[src/hw/soc_pkg.sv]
package soc_pkg;

  ////////////////////////////////////////
  // Bus widths
  ////////////////////////////////////////
  localparam int WB_AW = 32;
  localparam int WB_DW = 32;
  localparam int WB_SW = 4;   // One select per byte lane

  typedef logic [WB_AW-1:0] wb_addr_t;
  typedef logic [WB_DW-1:0] wb_data_t;
  typedef logic [WB_SW-1:0] wb_sel_t;

  ////////////////////////////////////////
  // Address map
  ////////////////////////////////////////
  localparam int MEM_WORDS = 256;
  localparam int MEM_AW    = 8;   // Word index bits

  localparam wb_addr_t MEM_BASE  = 32'h0000_0000;
  localparam wb_addr_t GPIO_BASE = 32'h9100_0000;  // 16 byte window

  typedef enum logic [1:0] {
    SEL_MEM,
    SEL_GPIO,
    SEL_NONE
  } slave_sel_e;

  ////////////////////////////////////////
  // GPIO block
  ////////////////////////////////////////
  localparam int GPIO_W = 8;

  typedef logic [GPIO_W-1:0] gpio_t;

  // Word offsets inside the GPIO window
  localparam logic [1:0] GPIO_REG_OUT  = 2'd0;
  localparam logic [1:0] GPIO_REG_IN   = 2'd1;
  localparam logic [1:0] GPIO_REG_MASK = 2'd2;
  localparam logic [1:0] GPIO_REG_STAT = 2'd3;

  // Processor interrupt lines, same order as the full SoC
  localparam int IRQ_UART = 2;
  localparam int IRQ_GPIO = 3;
  localparam int IRQ_MPI  = 4;

  typedef logic [31:0] irq_vec_t;

endpackage

[src/hw/wb_bus_if.sv]
`timescale 1ns/100ps

interface wb_bus_if import soc_pkg::*; ();

  // Request side, owned by the master
  wb_addr_t adr;
  wb_data_t dat_w;
  wb_sel_t  sel;
  logic     we;
  logic     cyc;
  logic     stb;

  // Response side, owned by the slave
  wb_data_t dat_r;
  logic     ack;
  logic     err;

  modport master (
    output adr, dat_w, sel, we, cyc, stb,
    input  dat_r, ack, err
  );

  modport slave (
    input  adr, dat_w, sel, we, cyc, stb,
    output dat_r, ack, err
  );

endinterface

[src/hw/wb_gpio.sv]
`timescale 1ns/100ps

module wb_gpio import soc_pkg::*; (
  input  logic    wb_clk_i,
  input  logic    reset_i,
  wb_bus_if.slave bus,
  input  gpio_t   gpio_i,
  output gpio_t   gpio_o,
  output logic    irq_o
);

  gpio_t      out_q;
  gpio_t      sync1_q;
  gpio_t      sync2_q;
  gpio_t      prev_q;
  gpio_t      rise_q;
  gpio_t      mask_q;
  gpio_t      stat_q;
  wb_data_t   rd_q;
  wb_data_t   rd_mux;
  logic       ack_q;
  logic       req;
  logic       wr_en;
  logic [1:0] reg_idx;

  assign req     = bus.cyc & bus.stb & ~ack_q;
  assign wr_en   = req & bus.we & bus.sel[0];   // Registers sit in byte lane 0
  assign reg_idx = bus.adr[3:2];

  ////////////////////////////////////////
  // Pin input path
  ////////////////////////////////////////
  always_ff @(posedge wb_clk_i) begin
    if (reset_i) begin
      sync1_q <= '0;
      sync2_q <= '0;
      prev_q  <= '0;
      rise_q  <= '0;
    end else begin
      sync1_q <= gpio_i;
      sync2_q <= sync1_q;
      prev_q  <= sync2_q;
      rise_q  <= sync2_q & ~prev_q;   // 0 to 1 seen on synchronized pin
    end
  end

  ////////////////////////////////////////
  // Control registers
  ////////////////////////////////////////
  always_ff @(posedge wb_clk_i) begin
    if (reset_i) begin
      out_q  <= '0;
      mask_q <= '0;
      stat_q <= '0;
    end else begin
      if (wr_en && reg_idx == GPIO_REG_OUT) begin
        out_q <= bus.dat_w[GPIO_W-1:0];
      end
      if (wr_en && reg_idx == GPIO_REG_MASK) begin
        mask_q <= bus.dat_w[GPIO_W-1:0];
      end
      // Write 1 clears, a new edge in the same cycle keeps its bit
      if (wr_en && reg_idx == GPIO_REG_STAT) begin
        stat_q <= (stat_q & ~bus.dat_w[GPIO_W-1:0]) | rise_q;
      end else begin
        stat_q <= stat_q | rise_q;
      end
    end
  end

  // Read data, zero extended
  always_comb begin
    case (reg_idx)
      GPIO_REG_OUT:  rd_mux = wb_data_t'(out_q);
      GPIO_REG_IN:   rd_mux = wb_data_t'(sync2_q);
      GPIO_REG_MASK: rd_mux = wb_data_t'(mask_q);
      default:       rd_mux = wb_data_t'(stat_q);
    endcase
  end

  always_ff @(posedge wb_clk_i) begin
    if (req) begin
      rd_q <= rd_mux;
    end
  end

  always_ff @(posedge wb_clk_i) begin
    if (reset_i) begin
      ack_q <= 1'b0;
    end else begin
      ack_q <= req;
    end
  end

  assign bus.ack   = ack_q;
  assign bus.err   = 1'b0;
  assign bus.dat_r = rd_q;

  assign gpio_o = out_q;
  assign irq_o  = |(stat_q & mask_q);   // Any enabled pending edge

endmodule

[src/flat_wrapper.sv]
// flat-port wrapper written by rule: the top's interface ports become plain ports
module wb_gpio_flat import soc_pkg::*;
  (wb_clk_i, reset_i, gpio_i, gpio_o, irq_o, bus_adr, bus_dat_w, bus_sel, bus_we, bus_cyc, bus_stb, bus_dat_r, bus_ack, bus_err);
  wb_bus_if bus_i ();
  input  logic wb_clk_i;
  input  logic reset_i;
  input  gpio_t gpio_i;
  output gpio_t gpio_o;
  output logic irq_o;
  input wire logic [$bits(bus_i.adr)-1:0] bus_adr;
  input wire logic [$bits(bus_i.dat_w)-1:0] bus_dat_w;
  input wire logic [$bits(bus_i.sel)-1:0] bus_sel;
  input wire logic [$bits(bus_i.we)-1:0] bus_we;
  input wire logic [$bits(bus_i.cyc)-1:0] bus_cyc;
  input wire logic [$bits(bus_i.stb)-1:0] bus_stb;
  output wire logic [$bits(bus_i.dat_r)-1:0] bus_dat_r;
  output wire logic [$bits(bus_i.ack)-1:0] bus_ack;
  output wire logic [$bits(bus_i.err)-1:0] bus_err;
  assign bus_i.adr = bus_adr;
  assign bus_i.dat_w = bus_dat_w;
  assign bus_i.sel = bus_sel;
  assign bus_i.we = bus_we;
  assign bus_i.cyc = bus_cyc;
  assign bus_i.stb = bus_stb;
  assign bus_dat_r = bus_i.dat_r;
  assign bus_ack = bus_i.ack;
  assign bus_err = bus_i.err;
  wb_gpio u_core (.wb_clk_i(wb_clk_i), .reset_i(reset_i), .bus(bus_i), .gpio_i(gpio_i), .gpio_o(gpio_o), .irq_o(irq_o));
endmodule
[config.mk]
export PLATFORM = sky130hd
export DESIGN_NAME = wb_gpio_flat
export DESIGN_NICKNAME = d
export VERILOG_FILES = /design/src/hw/soc_pkg.sv /design/src/hw/wb_bus_if.sv /design/src/hw/wb_gpio.sv /design/src/flat_wrapper.sv
export SDC_FILE = /design/constraint.sdc
export NUM_CORES = 1
export LEC_CHECK = 0
export ABC_AREA = 1
export BUFFER_PORTS_ARGS = -buffer_cell sky130_fd_sc_hd__buf_4
export CAP_MARGIN = 20
export CORE_MARGIN = 2
export CORE_UTILIZATION = 49
export DETAILED_ROUTE_END_ITERATION = 8
export PLACE_DENSITY_LB_ADDON = 0.05
export REMOVE_ABC_BUFFERS = 1
export SLEW_MARGIN = 10
export SYNTH_ARGS = -nofsm -noshare
export SYNTH_HDL_FRONTEND = slang
export SYNTH_SLANG_ARGS = --single-unit
[constraint.sdc]
create_clock -name wb_clk_i -period 1.8 [get_ports wb_clk_i]
set_input_delay 0.54 -clock wb_clk_i [delete_from_list [all_inputs] [get_ports wb_clk_i]]
set_output_delay 0.54 -clock wb_clk_i [all_outputs]
set_load 0.005 [all_outputs]
# [Word-level counts from Yosys, hierarchy flattened]
# Cells that the tools add are included.
# W data, S select, Z words.
[op_classes] eq_ne=3 muxes=2 n_bitwise=12 n_reduce_logical=5
[op_table] operator="$and A8 B8 Y8" count=3
[op_table] operator="$pmux W8 S3" count=1
[op_table] operator="$not A8 Y8" count=2
[op_table] operator="$or A8 B8 Y8" count=2
[op_table] operator="$mux W8" count=1
[op_table] operator="$reduce_or A8 Y1" count=1
[op_table] operator="$and A1 B1 Y1" count=4
[op_table] operator="$eq A2 B2 Y1 const B" count=2
[op_table] operator="$logic_and A1 B1 Y1" count=3
[op_table] operator="$eq A2 B1 Y1 const B" count=1
[op_table] operator="$logic_not A2 Y1" count=1
[op_table] operator="$not A1 Y1" count=1
[word_totals] register_bits=89 out_inout_bits=43

# [Longest topological paths before layout]
[logic_depth] word_depth=6 ltp_mapped=6 ltp_nobuf=6

# [Worst setup path before layout]
# OpenSTA, ideal clock, no wires.
[synth_timing] path_kind="input port to flip-flop" from="input bus_cyc" to="register u_core.out_q[0] (netlist: u_core.gpio_o[0])" arrival_time_ps=1169 slack_ps=499 path_stages=5 path_buffers=0 cell_sequence="nand2_1 nor2_4 nand3_1 nand2_1 a21oi_1"
[synth_between] elab_chain_len=5
[synth_rtl] item="from (decl)" line="flat_wrapper.sv:14" text="input wire logic [$bits(bus_i.cyc)-1:0] bus_cyc;"
[synth_rtl] item="$and A1 B1 Y1 (2 in series)" line="wb_gpio.sv:26" text="assign req = bus.cyc & bus.stb & ~ack_q;"
[synth_rtl] item="$and A1 B1 Y1 (2 in series)" line="wb_gpio.sv:27" text="assign wr_en = req & bus.we & bus.sel[0];"
[synth_rtl] item="$logic_and A1 B1 Y1" line="wb_gpio.sv:56" text="if (wr_en && reg_idx == GPIO_REG_OUT) begin"
[synth_rtl] item="to (signal assigned)" line="wb_gpio.sv:57" text="out_q <= bus.dat_w[GPIO_W-1:0];"
[synth_rtl] item="to (decl)" line="wb_gpio.sv:12" text="gpio_t out_q;"
# Every way passes these cells.
# A chain may end at the register's enable or synchronous reset.

# [Worst setup path after layout]
[layout_timing] from="register u_core.mask_q[6]" to="output irq_o"
[layout_between] elab_chain_len=2
[layout_rtl] item="from (decl)" line="wb_gpio.sv:17" text="gpio_t mask_q;"
[layout_rtl] item="from (signal assigned)" line="wb_gpio.sv:60" text="mask_q <= bus.dat_w[GPIO_W-1:0];"
[layout_rtl] item="$and A8 B8 Y8" line="wb_gpio.sv:100" text="assign irq_o = |(stat_q & mask_q);"
[layout_rtl] item="$reduce_or A8 Y1" line="wb_gpio.sv:100"
[layout_rtl] item="to (decl)" line="flat_wrapper.sv:9" text="output logic irq_o;"
# Every way passes these cells.

==> summary.md <==
| Metric | Value |
|---|---|
| Status | `complete, no violations` |
| CTS Buf Count | `9` |
| Final antenna-violating net count | `0` |
| CP max-delay cell | `dfxtp_1` |
| Worst skew pair latency | `330 ps` |
| Crit path DAT | `1210 ps` |
| Die X-Extent | `76.4 um` |
| Global-route wire length before repair | `8110 um` |
| Max frequency | `0.571 GHz` |
| Worst setup path class | `flip-flop to output port` |
| Worst EP required | `1260 ps` |
| I/O pins | `124` |
| Post-layout power | `2880 uW` |
| Mapped Cells | `299` |
| Number of I/O port buffers | `41` |
| Row count | `26` |
| Largest stage delay, worst path | `310 ps` |
| DRT Pass-1 Iters | `4` |
| Post-route DRC | `0` |
| Setup WS pre-CTS | `99.8 ps` |
| Worst path cell trace | `inv_1 -> o21ai_2 -> a21oi_2 -> nand4_1 -> buf_4` |
| Gp weighted congestion | `0.716` |
| Multi-input logic area | `877 sq um` |
| Pwr/cell area | `927 nW/um^2` |
| Mean Syn Cell Area | `8.60 sq um` |
| Max Buffers Root-to-Sink | `2` |
| Leak | `0.00130 uW` |
| Initial Util | `50.7%` |
| CP endpoint kind | `output port` |
| GR Util All Layers | `17.9%` |
| Synth top area share | `44.4%` |
| Post-DP HPWL | `3430 um` |
| Post-Syn Area | `2570 sq um` |
| Routed wire per std cell | `11.8 um` |
| Maximum fanout along the worst path | `2` |
| CP Launch Type | `flip-flop` |
| Clock transition at path regs | `70 ps` |
| # H-tree levels | `3` |
| DR vias | `2,014` |
| Fillers | `475` |
| Core box area | `5070 sq um` |
| Max cap viols | `0` |
| Nets@finish | `430` |
| Vias per cell | `4.75` |
| Final wirelength | `5010 um` |
| Clk root buf | `clkbuf_8` |
| CTS tree | `yes` |
| Worst reg2reg path depth | `4` |
| Worst vdd ir | `556 uV` |
| Synth Register Bits | `65` |
| Register Area | `1390 sq um` |
| Vias in the first global route | `1,759` |
| Final setup violating endpoints | `0` |
| Share of post-route cells with drive strength above 1 | `23.4%` |
| # clock sinks | `65` |
| Top cells by area, synth | `dfxtp_1 44%, edfxtp_1 9.3%, nand2_1 8.3%` |
| Final Critical Period | `1750 ps` |
| Clock skew | `6.48 ps` |
| Hold Buf Count CTS | `0` |
| Synth area leader | `dfxtp_1` |
| Die span in y | `76.4 um` |
| Initial antenna violation count | `0` |
| HP Class | `flip-flop to flip-flop` |
| Total gr overflow | `0` |
| Synth-to-Final Area Change | `20.7%` |
| Fin. max-slew vios | `0` |
| Antenna cells | `0` |
| Final cell count without fillers | `424` |
| Initial DRC Count | `139` |
| Sequential-to-total area share from yosys stat | `53.7%` |
| Setup ws final | `47.9 ps` |
| Design Area, Final | `3100 sq um` |
| Pin count of the biggest net entering global routing | `29` |
| Hold depth | `1` |
| Die area | `5840 sq um` |
| Unique masters post-synth | `21` |
| Dpl cells | `406` |
| Period utilization | `97.3%` |
| Post-DP Area | `2880 sq um` |
| Synth Warn # | `0` |
| Hold Violations, Final | `0` |
| RSZ-0062 raised after global routing | `yes` |
==> cell type report <==
class / count / share of cell area (%)
well taps: 70 / 2.82
inverters: 38 / 4.59
repair buffers: 53 / 13.6
clock buffers: 11 / 5.24
clock inverters: 5 / 0.846
flip-flops and latches: 65 / 44.6
multi-input cells: 182 / 28.3
==> critical path, delay by kind of cell (launching register included) <==
kind / cells / cell delay (ps)
DFF: 1 / 310
buffers and inverters: 2 / 240
AOI/OAI and AO/OA: 2 / 220
and+or+nand+nor: 1 / 120
==> logic make-up after synthesis <==
| logic type | after synthesis | share of synthesized area, % |
|---|---|---|
| and+or+nand+nor | 121 | 21.9 |
| buffers and inverters | 76 | 16.2 |
| DFF | 65 | 53.7 |
| AOI/OAI and AO/OA | 36 | 8.03 |
| other | 1 | 0.146 |
==> sequential cells by signal, indices dropped and copies added (netlist names) <==
| register | count |
|---|---|
| u_core.bus.ack | 1 |
| u_core.bus.dat_r | 8 |
| u_core.gpio_o | 8 |
| u_core.mask_q | 8 |
| u_core.prev_q | 8 |
| u_core.rise_q | 8 |
| u_core.stat_q | 8 |
| u_core.sync1_q | 8 |
| u_core.sync2_q | 8 |
==> cell usage after synthesis, drive strengths merged <==
cell type,number
clkinv,1
o21ai,3
conb,1
nand4,24
a21oi,26
inv,37
nand2,57
buf,35
clkbuf,3
nor3,9
edfxtp,8
o2111ai,7
nor2,29
dfxtp,57
nand3,2
==> layout by cell type (no fill, tap or decap), types with 9 or more instances in the layout <==
master / instances
dfxtp_1: 54
nand2_1: 56
nor3_1: 9
nor2_1: 26
inv_1: 34
nand4_1: 24
a21oi_1: 24
conb_1: 25
clkbuf_8: 10
buf_4: 51
==> worst paths after layout <==
path,from,slack [ps],to
min,u_core.prev_q[0]$_SDFF_PP0_,390,u_core.rise_q[0]$_SDFF_PP0_
max reg2reg,u_core.bus.ack$_SDFF_PP0_,500,u_core.gpio_o[5]$_SDFFE_PP0P_
min reg2reg,u_core.prev_q[0]$_SDFF_PP0_,390,u_core.rise_q[0]$_SDFF_PP0_
max,u_core.mask_q[6]$_SDFFE_PP0P_,50,irq_o
==> metal layers <==
| metal | up-vias | track usage, % | share of wire [%] |
|---|---|---|---|
| met5 | - | 0 | 0 |
| met4 | 0 | 9.27 | 2.0 |
| met3 | 10 | 4.86 | 4.9 |
| met2 | 56 | 28.7 | 48 |
| met1 | 918 | 22.1 | 45 |
| li1 | 1030 | - | - |
==> where the power goes <==
group | internal [uW] | leakage (uW) | switching (uW)
combinational | 89.0 | 0.000655 | 129
clock | 612 | 0.000104 | 523
sequential | 1510 | 0.000544 | 16.3
==> timing repair <==
action	in CTS	in global routing
setup buffers	1	1
pin swaps	2	1
gates resized for setup	3	6
hold endpoints to repair	0	0
endpoints found under the setup margin	1	1
==> per-stage QoR <==
step | hold WS (ps) | setup TNS (ps) | utilization [%]
after CTS | 393 | -7.72 | 60.7
after global placement | 378 | 0 | 56.8
after detailed placement | 383 | 0 | 56.8
final | 390 | 0 | 61.2
after floorplan | 374 | 0 | -
after global routing | 401 | -40.7 | 61.2
(Power assumes the default switching activity.)
