`config.mk`:
```
export PLATFORM = sky130hd
export DESIGN_NAME = wb_addr_decoder_flat
export DESIGN_NICKNAME = d
export VERILOG_FILES = /design/src/hw/soc_pkg.sv /design/src/hw/wb_bus_if.sv /design/src/hw/wb_addr_decoder.sv /design/src/flat_wrapper.sv
export SDC_FILE = /design/constraint.sdc
export NUM_CORES = 1
export LEC_CHECK = 0
export ABC_CLOCK_PERIOD_IN_PS = 2600
export BUFFER_PORTS_ARGS = -buffer_cell sky130_fd_sc_hd__buf_2
export CORE_AREA = 3 3 122 124
export DETAILED_ROUTE_END_ITERATION = 10
export DIE_AREA = 0 0 125 127
export SKIP_CTS_REPAIR_TIMING = 1
export SYNTH_ARGS = -nofsm -noshare
export SYNTH_HDL_FRONTEND = slang
export SYNTH_SLANG_ARGS = --single-unit
```
`constraint.sdc`:
```
create_clock -name wb_clk_i -period 2.6 [get_ports wb_clk_i]
set_input_delay 0.39 -clock wb_clk_i [delete_from_list [all_inputs] [get_ports wb_clk_i]]
set_output_delay 0.39 -clock wb_clk_i [all_outputs]
set_load 0.01 [all_outputs]
```
`src/hw/soc_pkg.sv`:
```
package soc_pkg;

  ////////////////////////////////////////
  // Bus widths
  ////////////////////////////////////////
  localparam int WB_AW = 32;
  localparam int WB_DW = 32;
  localparam int WB_SW = 4;   // One select per byte lane

  typedef logic [WB_AW-1:0] wb_addr_t;
  typedef logic [WB_DW-1:0] wb_data_t;
  typedef logic [WB_SW-1:0] wb_sel_t;

  ////////////////////////////////////////
  // Address map
  ////////////////////////////////////////
  localparam int MEM_WORDS = 256;
  localparam int MEM_AW    = 8;   // Word index bits

  localparam wb_addr_t MEM_BASE  = 32'h0000_0000;
  localparam wb_addr_t GPIO_BASE = 32'h9100_0000;  // 16 byte window

  typedef enum logic [1:0] {
    SEL_MEM,
    SEL_GPIO,
    SEL_NONE
  } slave_sel_e;

  ////////////////////////////////////////
  // GPIO block
  ////////////////////////////////////////
  localparam int GPIO_W = 8;

  typedef logic [GPIO_W-1:0] gpio_t;

  // Word offsets inside the GPIO window
  localparam logic [1:0] GPIO_REG_OUT  = 2'd0;
  localparam logic [1:0] GPIO_REG_IN   = 2'd1;
  localparam logic [1:0] GPIO_REG_MASK = 2'd2;
  localparam logic [1:0] GPIO_REG_STAT = 2'd3;

  // Processor interrupt lines, same order as the full SoC
  localparam int IRQ_UART = 2;
  localparam int IRQ_GPIO = 3;
  localparam int IRQ_MPI  = 4;

  typedef logic [31:0] irq_vec_t;

endpackage

```
`src/hw/wb_bus_if.sv`:
```
`timescale 1ns/100ps

interface wb_bus_if import soc_pkg::*; ();

  // Request side, owned by the master
  wb_addr_t adr;
  wb_data_t dat_w;
  wb_sel_t  sel;
  logic     we;
  logic     cyc;
  logic     stb;

  // Response side, owned by the slave
  wb_data_t dat_r;
  logic     ack;
  logic     err;

  modport master (
    output adr, dat_w, sel, we, cyc, stb,
    input  dat_r, ack, err
  );

  modport slave (
    input  adr, dat_w, sel, we, cyc, stb,
    output dat_r, ack, err
  );

endinterface

```
`src/hw/wb_addr_decoder.sv`:
```
`timescale 1ns/100ps

module wb_addr_decoder import soc_pkg::*; (
  input logic     wb_clk_i,
  input logic     reset_i,
  wb_bus_if.slave  host,
  wb_bus_if.master mem,
  wb_bus_if.master gpio
);

  slave_sel_e slave_sel;
  logic       host_req;
  logic       err_q;

  assign host_req = host.cyc & host.stb;

  ////////////////////////////////////////
  // Address compare
  ////////////////////////////////////////
  always_comb begin
    if (host.adr[WB_AW-1:MEM_AW+2] == MEM_BASE[WB_AW-1:MEM_AW+2]) begin
      slave_sel = SEL_MEM;
    end else if (host.adr[WB_AW-1:4] == GPIO_BASE[WB_AW-1:4]) begin
      slave_sel = SEL_GPIO;
    end else begin
      slave_sel = SEL_NONE;
    end
  end

  ////////////////////////////////////////
  // Request fan-out
  ////////////////////////////////////////
  assign mem.adr   = host.adr;
  assign mem.dat_w = host.dat_w;
  assign mem.sel   = host.sel;
  assign mem.we    = host.we;
  assign mem.cyc   = host.cyc;
  assign mem.stb   = host.stb & (slave_sel == SEL_MEM);   // Only the target sees stb

  assign gpio.adr   = host.adr;
  assign gpio.dat_w = host.dat_w;
  assign gpio.sel   = host.sel;
  assign gpio.we    = host.we;
  assign gpio.cyc   = host.cyc;
  assign gpio.stb   = host.stb & (slave_sel == SEL_GPIO);

  // Unmapped cycle ends one clock later with err
  always_ff @(posedge wb_clk_i) begin
    if (reset_i) begin
      err_q <= 1'b0;
    end else begin
      err_q <= host_req & (slave_sel == SEL_NONE) & ~err_q;
    end
  end

  ////////////////////////////////////////
  // Response mux
  ////////////////////////////////////////
  always_comb begin
    case (slave_sel)
      SEL_MEM: begin
        host.dat_r = mem.dat_r;
        host.ack   = mem.ack;
        host.err   = mem.err;
      end
      SEL_GPIO: begin
        host.dat_r = gpio.dat_r;
        host.ack   = gpio.ack;
        host.err   = gpio.err;
      end
      default: begin
        host.dat_r = '0;       // Nothing to read back
        host.ack   = 1'b0;
        host.err   = err_q;
      end
    endcase
  end

endmodule

```
`src/flat_wrapper.sv`:
```
// flat-port wrapper written by rule: the top's interface ports become plain ports
module wb_addr_decoder_flat import soc_pkg::*;
  (wb_clk_i, reset_i, host_adr, host_dat_w, host_sel, host_we, host_cyc, host_stb, host_dat_r, host_ack, host_err, mem_adr, mem_dat_w, mem_sel, mem_we, mem_cyc, mem_stb, mem_dat_r, mem_ack, mem_err, gpio_adr, gpio_dat_w, gpio_sel, gpio_we, gpio_cyc, gpio_stb, gpio_dat_r, gpio_ack, gpio_err);
  wb_bus_if host_i ();
  wb_bus_if mem_i ();
  wb_bus_if gpio_i ();
  input logic wb_clk_i;
  input logic reset_i;
  input wire logic [$bits(host_i.adr)-1:0] host_adr;
  input wire logic [$bits(host_i.dat_w)-1:0] host_dat_w;
  input wire logic [$bits(host_i.sel)-1:0] host_sel;
  input wire logic [$bits(host_i.we)-1:0] host_we;
  input wire logic [$bits(host_i.cyc)-1:0] host_cyc;
  input wire logic [$bits(host_i.stb)-1:0] host_stb;
  output wire logic [$bits(host_i.dat_r)-1:0] host_dat_r;
  output wire logic [$bits(host_i.ack)-1:0] host_ack;
  output wire logic [$bits(host_i.err)-1:0] host_err;
  output wire logic [$bits(mem_i.adr)-1:0] mem_adr;
  output wire logic [$bits(mem_i.dat_w)-1:0] mem_dat_w;
  output wire logic [$bits(mem_i.sel)-1:0] mem_sel;
  output wire logic [$bits(mem_i.we)-1:0] mem_we;
  output wire logic [$bits(mem_i.cyc)-1:0] mem_cyc;
  output wire logic [$bits(mem_i.stb)-1:0] mem_stb;
  input wire logic [$bits(mem_i.dat_r)-1:0] mem_dat_r;
  input wire logic [$bits(mem_i.ack)-1:0] mem_ack;
  input wire logic [$bits(mem_i.err)-1:0] mem_err;
  output wire logic [$bits(gpio_i.adr)-1:0] gpio_adr;
  output wire logic [$bits(gpio_i.dat_w)-1:0] gpio_dat_w;
  output wire logic [$bits(gpio_i.sel)-1:0] gpio_sel;
  output wire logic [$bits(gpio_i.we)-1:0] gpio_we;
  output wire logic [$bits(gpio_i.cyc)-1:0] gpio_cyc;
  output wire logic [$bits(gpio_i.stb)-1:0] gpio_stb;
  input wire logic [$bits(gpio_i.dat_r)-1:0] gpio_dat_r;
  input wire logic [$bits(gpio_i.ack)-1:0] gpio_ack;
  input wire logic [$bits(gpio_i.err)-1:0] gpio_err;
  assign host_i.adr = host_adr;
  assign host_i.dat_w = host_dat_w;
  assign host_i.sel = host_sel;
  assign host_i.we = host_we;
  assign host_i.cyc = host_cyc;
  assign host_i.stb = host_stb;
  assign host_dat_r = host_i.dat_r;
  assign host_ack = host_i.ack;
  assign host_err = host_i.err;
  assign mem_adr = mem_i.adr;
  assign mem_dat_w = mem_i.dat_w;
  assign mem_sel = mem_i.sel;
  assign mem_we = mem_i.we;
  assign mem_cyc = mem_i.cyc;
  assign mem_stb = mem_i.stb;
  assign mem_i.dat_r = mem_dat_r;
  assign mem_i.ack = mem_ack;
  assign mem_i.err = mem_err;
  assign gpio_adr = gpio_i.adr;
  assign gpio_dat_w = gpio_i.dat_w;
  assign gpio_sel = gpio_i.sel;
  assign gpio_we = gpio_i.we;
  assign gpio_cyc = gpio_i.cyc;
  assign gpio_stb = gpio_i.stb;
  assign gpio_i.dat_r = gpio_dat_r;
  assign gpio_i.ack = gpio_ack;
  assign gpio_i.err = gpio_err;
  wb_addr_decoder u_core (.wb_clk_i(wb_clk_i), .reset_i(reset_i), .host(host_i), .mem(mem_i), .gpio(gpio_i));
endmodule
```
---- Yosys cells after proc, flatten, opt, wreduce, memory -nomap -nowiden ----
Index checks and enable logic that the tools add are counted.
storage, ports and cells
  logic and storage cells ................. 17
  register bits ........................... 1
  input bits .............................. 141
  output and inout port bits .............. 176
cells by class
  bitwise logic cells ..................... 6
  multiplexer cells ....................... 5
  reduce and logical (&&, ||, !) cells .... 2
  eq/ne operators ......................... 3
operators with widths
  kind                                                  count
  case mux 32 bit (2 select lines)                      1
  equality test 28 bit (second input constant)          1
  zero test 22 bit                                      1
  AND 1 bit                                             5
  two-way mux 2 bit                                     2
  case mux 1 bit (2 select lines)                       2
  equality test 2 x 1 -> 1 bit (second input constant)  1
  equality test 2 bit (second input constant)           1
  zero test 2 bit                                       1
  inverter 1 bit                                        1

---- Logic depth before layout (Yosys ltp) ----
  word-level depth ........................ 6
  gate-level depth with buffers ........... 5
  mapped depth without buffers ............ 5

---- Worst setup path before layout ----
No wires, ideal clock.
  kind .................................... input-to-output
  start ................................... in host_adr[11]
  end ..................................... out host_err
  setup slack ............................. -0.046 ns
  buffers on the path ..................... 0
  stages .................................. 5
  arrival ................................. 2.256 ns
  data required time ...................... 2.210 ns
  cell sequence ........................... or4_1 -> or4b_4 -> nor4_4 -> nor3b_1 -> a221o_1
on the way
  cells in the longest elaborated chain, start to end .. 5
ends and longest elaborated chain
  item                                                                    line                   text
  start, declared                                                         flat_wrapper.sv:9      input wire logic [$bits(host_i.adr)-1:0] host_adr;
  equality test 28 bit                                                    wb_addr_decoder.sv:23  end else if (host.adr[WB_AW-1:4] == GPIO_BASE[WB_AW-1:4]) begin
  two-way mux 2 bit                                                       wb_addr_decoder.sv:23
  two-way mux 2 bit (*)                                                   wb_addr_decoder.sv:21  if (host.adr[WB_AW-1:MEM_AW+2] == MEM_BASE[WB_AW-1:MEM_AW+2]) begin
  equality test 2 x 1 -> 1 bit / zero test 2 bit (equally long branches)  wb_addr_decoder.sv:60  case (slave_sel)
  case mux 1 bit (2 select lines) (*)                                     wb_addr_decoder.sv:60
  end, declared                                                           flat_wrapper.sv:17     output wire logic [$bits(host_i.err)-1:0] host_err;
Every way passes the cells marked *; elsewhere a longest branch is shown, timed or not.

---- Worst setup path in the final report ----
Ends and elaborated chain as after synthesis.

==> results.sh <==
export IMPL_netSwitchingFraction=0.4247
export IMPL_syn_num_nets=341
export IMPL_core_um2=13880
export IMPL_synth_yosys_warnings=0
export IMPL_place_gp_congestion=0.6782
export IMPL_area_growth_pct=19.74
export IMPL_syn_avg_cell_area_um2=7.795
export IMPL_cp_required_ps=2210
export IMPL_die_height_um=127
export IMPL_seq_area_frac_synth=0.01284
export IMPL_final_area_um2=1867
export IMPL_worst_ir_drop_vdd_uv=36.75
export IMPL_status="complete, but fails checks"
export IMPL_vias=1467
export IMPL_initial_utilization=0.1123
export IMPL_io_pins=317
export IMPL_grt_pass1_wl_mm=7.852
export IMPL_combPwrFrac=0.910
export IMPL_routed_via_density=3.342
export IMPL_clkTransAtPathRegs_ps=0
export IMPL_portBuffers=193
export IMPL_synth_area_um2=1559
export IMPL_timing_final_crit_share=1.048
export IMPL_crit_family="simple AND/OR/NAND/NOR gates"
export IMPL_max_freq_ghz=0.3669
export IMPL_violations="setup timing"
export IMPL_min_path_type="flop to flop"
export IMPL_tns_ps=-2601
export IMPL_drt_pass1_iter_count=2
export IMPL_intPower_mw=0.1079
export IMPL_pwr_share_seq=0.090
export IMPL_layout_setup_ws_ps=-125.4
export IMPL_largest_register_ffs=1
export IMPL_pwr_share_clk=0
export IMPL_grt_max_degree=19
export IMPL_die_w_um=125
export IMPL_rsz0062_at_grt="yes"
export IMPL_cap_violations=0
export IMPL_dpl_cell_count=438
export IMPL_cp_num_buf_inv=3
export IMPL_crit_slowest_cell="or4_4"
export IMPL_final_hold_violation_count=0
export IMPL_path_max_fanout=5
export IMPL_critPathMaxStageDelay_ps=540
export IMPL_power_leakage_nw=1.082
export IMPL_powerDensity_nw_per_um2=100.5
export IMPL_wirelength_mm=5.881
export IMPL_tightestPinTransition_ps=306.1
export IMPL_fp_row_count=43
export IMPL_layout_drive_gt1_share=0.8263
export IMPL_first_iter_violations=12
export IMPL_report_final_slew_viol_count=0
export IMPL_reg_largest_list="u_core.err_q: 1 flops"
export IMPL_clk_latency_ps=0
export IMPL_fin_skew_ps=0
export IMPL_largest_register="u_core.err_q"
export IMPL_critical_path_startpoint_type="primary input"
export IMPL_worstSetupEndpointType="primary output"
export IMPL_path_class="primary input to primary output"
export IMPL_fp_dieArea_um2=15880
export IMPL_synth_cell_type_count=19
export IMPL_antenna_found_initial=2
export IMPL_path_cells="buf_6 -> or4_4 -> or4b_4 -> nor4_4 -> buf_6 -> nor3b_1 -> a221o_1 -> buf_2"
export IMPL_dp_hpwl_mm=5.364
export IMPL_syn_inst=200
export IMPL_slew_headroom=0.7940
export IMPL_finalPower_mw=0.1876
export IMPL_ant_nets=0
export IMPL_grt_ovfl_total=0
export IMPL_fin_nets=402
export IMPL_placed_cell_area_um2=1808
export IMPL_crit_top_cell="buf_6"
export IMPL_fin_cells=439
export IMPL_drc=0
export IMPL_ys_seq_elements=1
export IMPL_setup_violations=36
export IMPL_period_needed_ps=2725
export IMPL_cp_arrival_ps=2340
export IMPL_first_global_vias=1379
export IMPL_wl_per_cell_um=13.40
export IMPL_antennaDiodeCount=0
export IMPL_p_switching_mw=0.07968
export IMPL_grtUsageTotal=0.06121
[Yosys cell counts (all sizes together)]
master / number / area (µm²)
buf: 144 / 1090
a22o: 33 / 295.3
nor4: 5 / 46.29
nor3: 3 / 20.02
and2: 2 / 12.51
clkbuf: 2 / 7.510
nand2: 2 / 7.510
nand3: 2 / 10.01
or4: 2 / 15.01
a221o: 1 / 10.01
dfxtp: 1 / 20.02
nor2: 1 / 3.750
nor3b: 1 / 7.510
or4b: 1 / 13.76
[routing by layer]
layer | up-vias | global-route usage | share of wire
li1 | 668 | - | -
met1 | 615 | 0.05304 | 0.27
met2 | 146 | 0.1202 | 0.53
met3 | 34 | 0.02717 | 0.16
met4 | 4 | 0.02742 | 0.044
met5 | - | 0 | 0.0037
[area by class of cell]
cell class | count | area [µm²]
Tap cell | 180 | 225.2
Sequential cell | 1 | 20.02
Multi-Input combinational cell | 53 | 451.7
Timing Repair Buffer | 205 | 1170
Fill cell | 1597 | 12010
[stage by stage]
stage	hold slack, ps	setup WS, ps	utilization
after floorplan	481.9	-32.56	-
after global placement	571.5	-197.1	0.1303
after detailed placement	563.1	-198.7	0.1303
after CTS	567.1	-200.5	0.1303
after global routing	617.2	-194.7	0.1345
final	559.3	-125.4	0.1345
[worst paths after layout]
kind | startpoint | slack, ps | to | cells after the start
worst max register to register | u_core.err_q$_SDFF_PP0_ | 1900 | u_core.err_q$_SDFF_PP0_ | 3
worst max-delay path | host_adr[11] | -130 | host_err | 8
worst min-delay path | u_core.err_q$_SDFF_PP0_ | 560 | u_core.err_q$_SDFF_PP0_ | 3
worst min register to register | u_core.err_q$_SDFF_PP0_ | 560 | u_core.err_q$_SDFF_PP0_ | 3
[layout by cell type (no fill, tap or decap)]
cell     Yosys  final
and2_1       2      2
dfxtp_1      1      1
nor3_1       2      2
or4_4        0      1
a22o_1      28     28
a22o_2       5      5
buf_4      140      5
or4b_4       1      1
nor3b_1      1      1
or4_1        2      1
buf_2        1    186
buf_12       0      5
nand3_1      2      2
nand2_1      2      2
a221o_1      1      1
nor4_1       4      4
nor2_1       1      1
buf_6        3      9
nor4_4       1      1
nor3_4       0      1
[power by group through the flow]
stage               sequential [mW]  combinational [mW]  clock (mW)
global route                 0.0170               0.186           0
floorplan                    0.0165               0.228           0
CTS                          0.0169               0.171           0
global placement             0.0169               0.170           0
finish                       0.0168               0.171           0
detailed placement           0.0169               0.170           0
[cell families after synthesis]
kind of cell	share of synthesized area
buf+inv	0.7039
flops	0.01284
simple gates	0.08747
compound gates	0.1958
[worst reg2reg max path, stage by stage (launching register included)]
cell and delay [ps]:
dfxtp_1 310, nor2_1 110, nand3_1 80, nor3_1 120
Note: power is estimated with default switching activity, not from simulation.
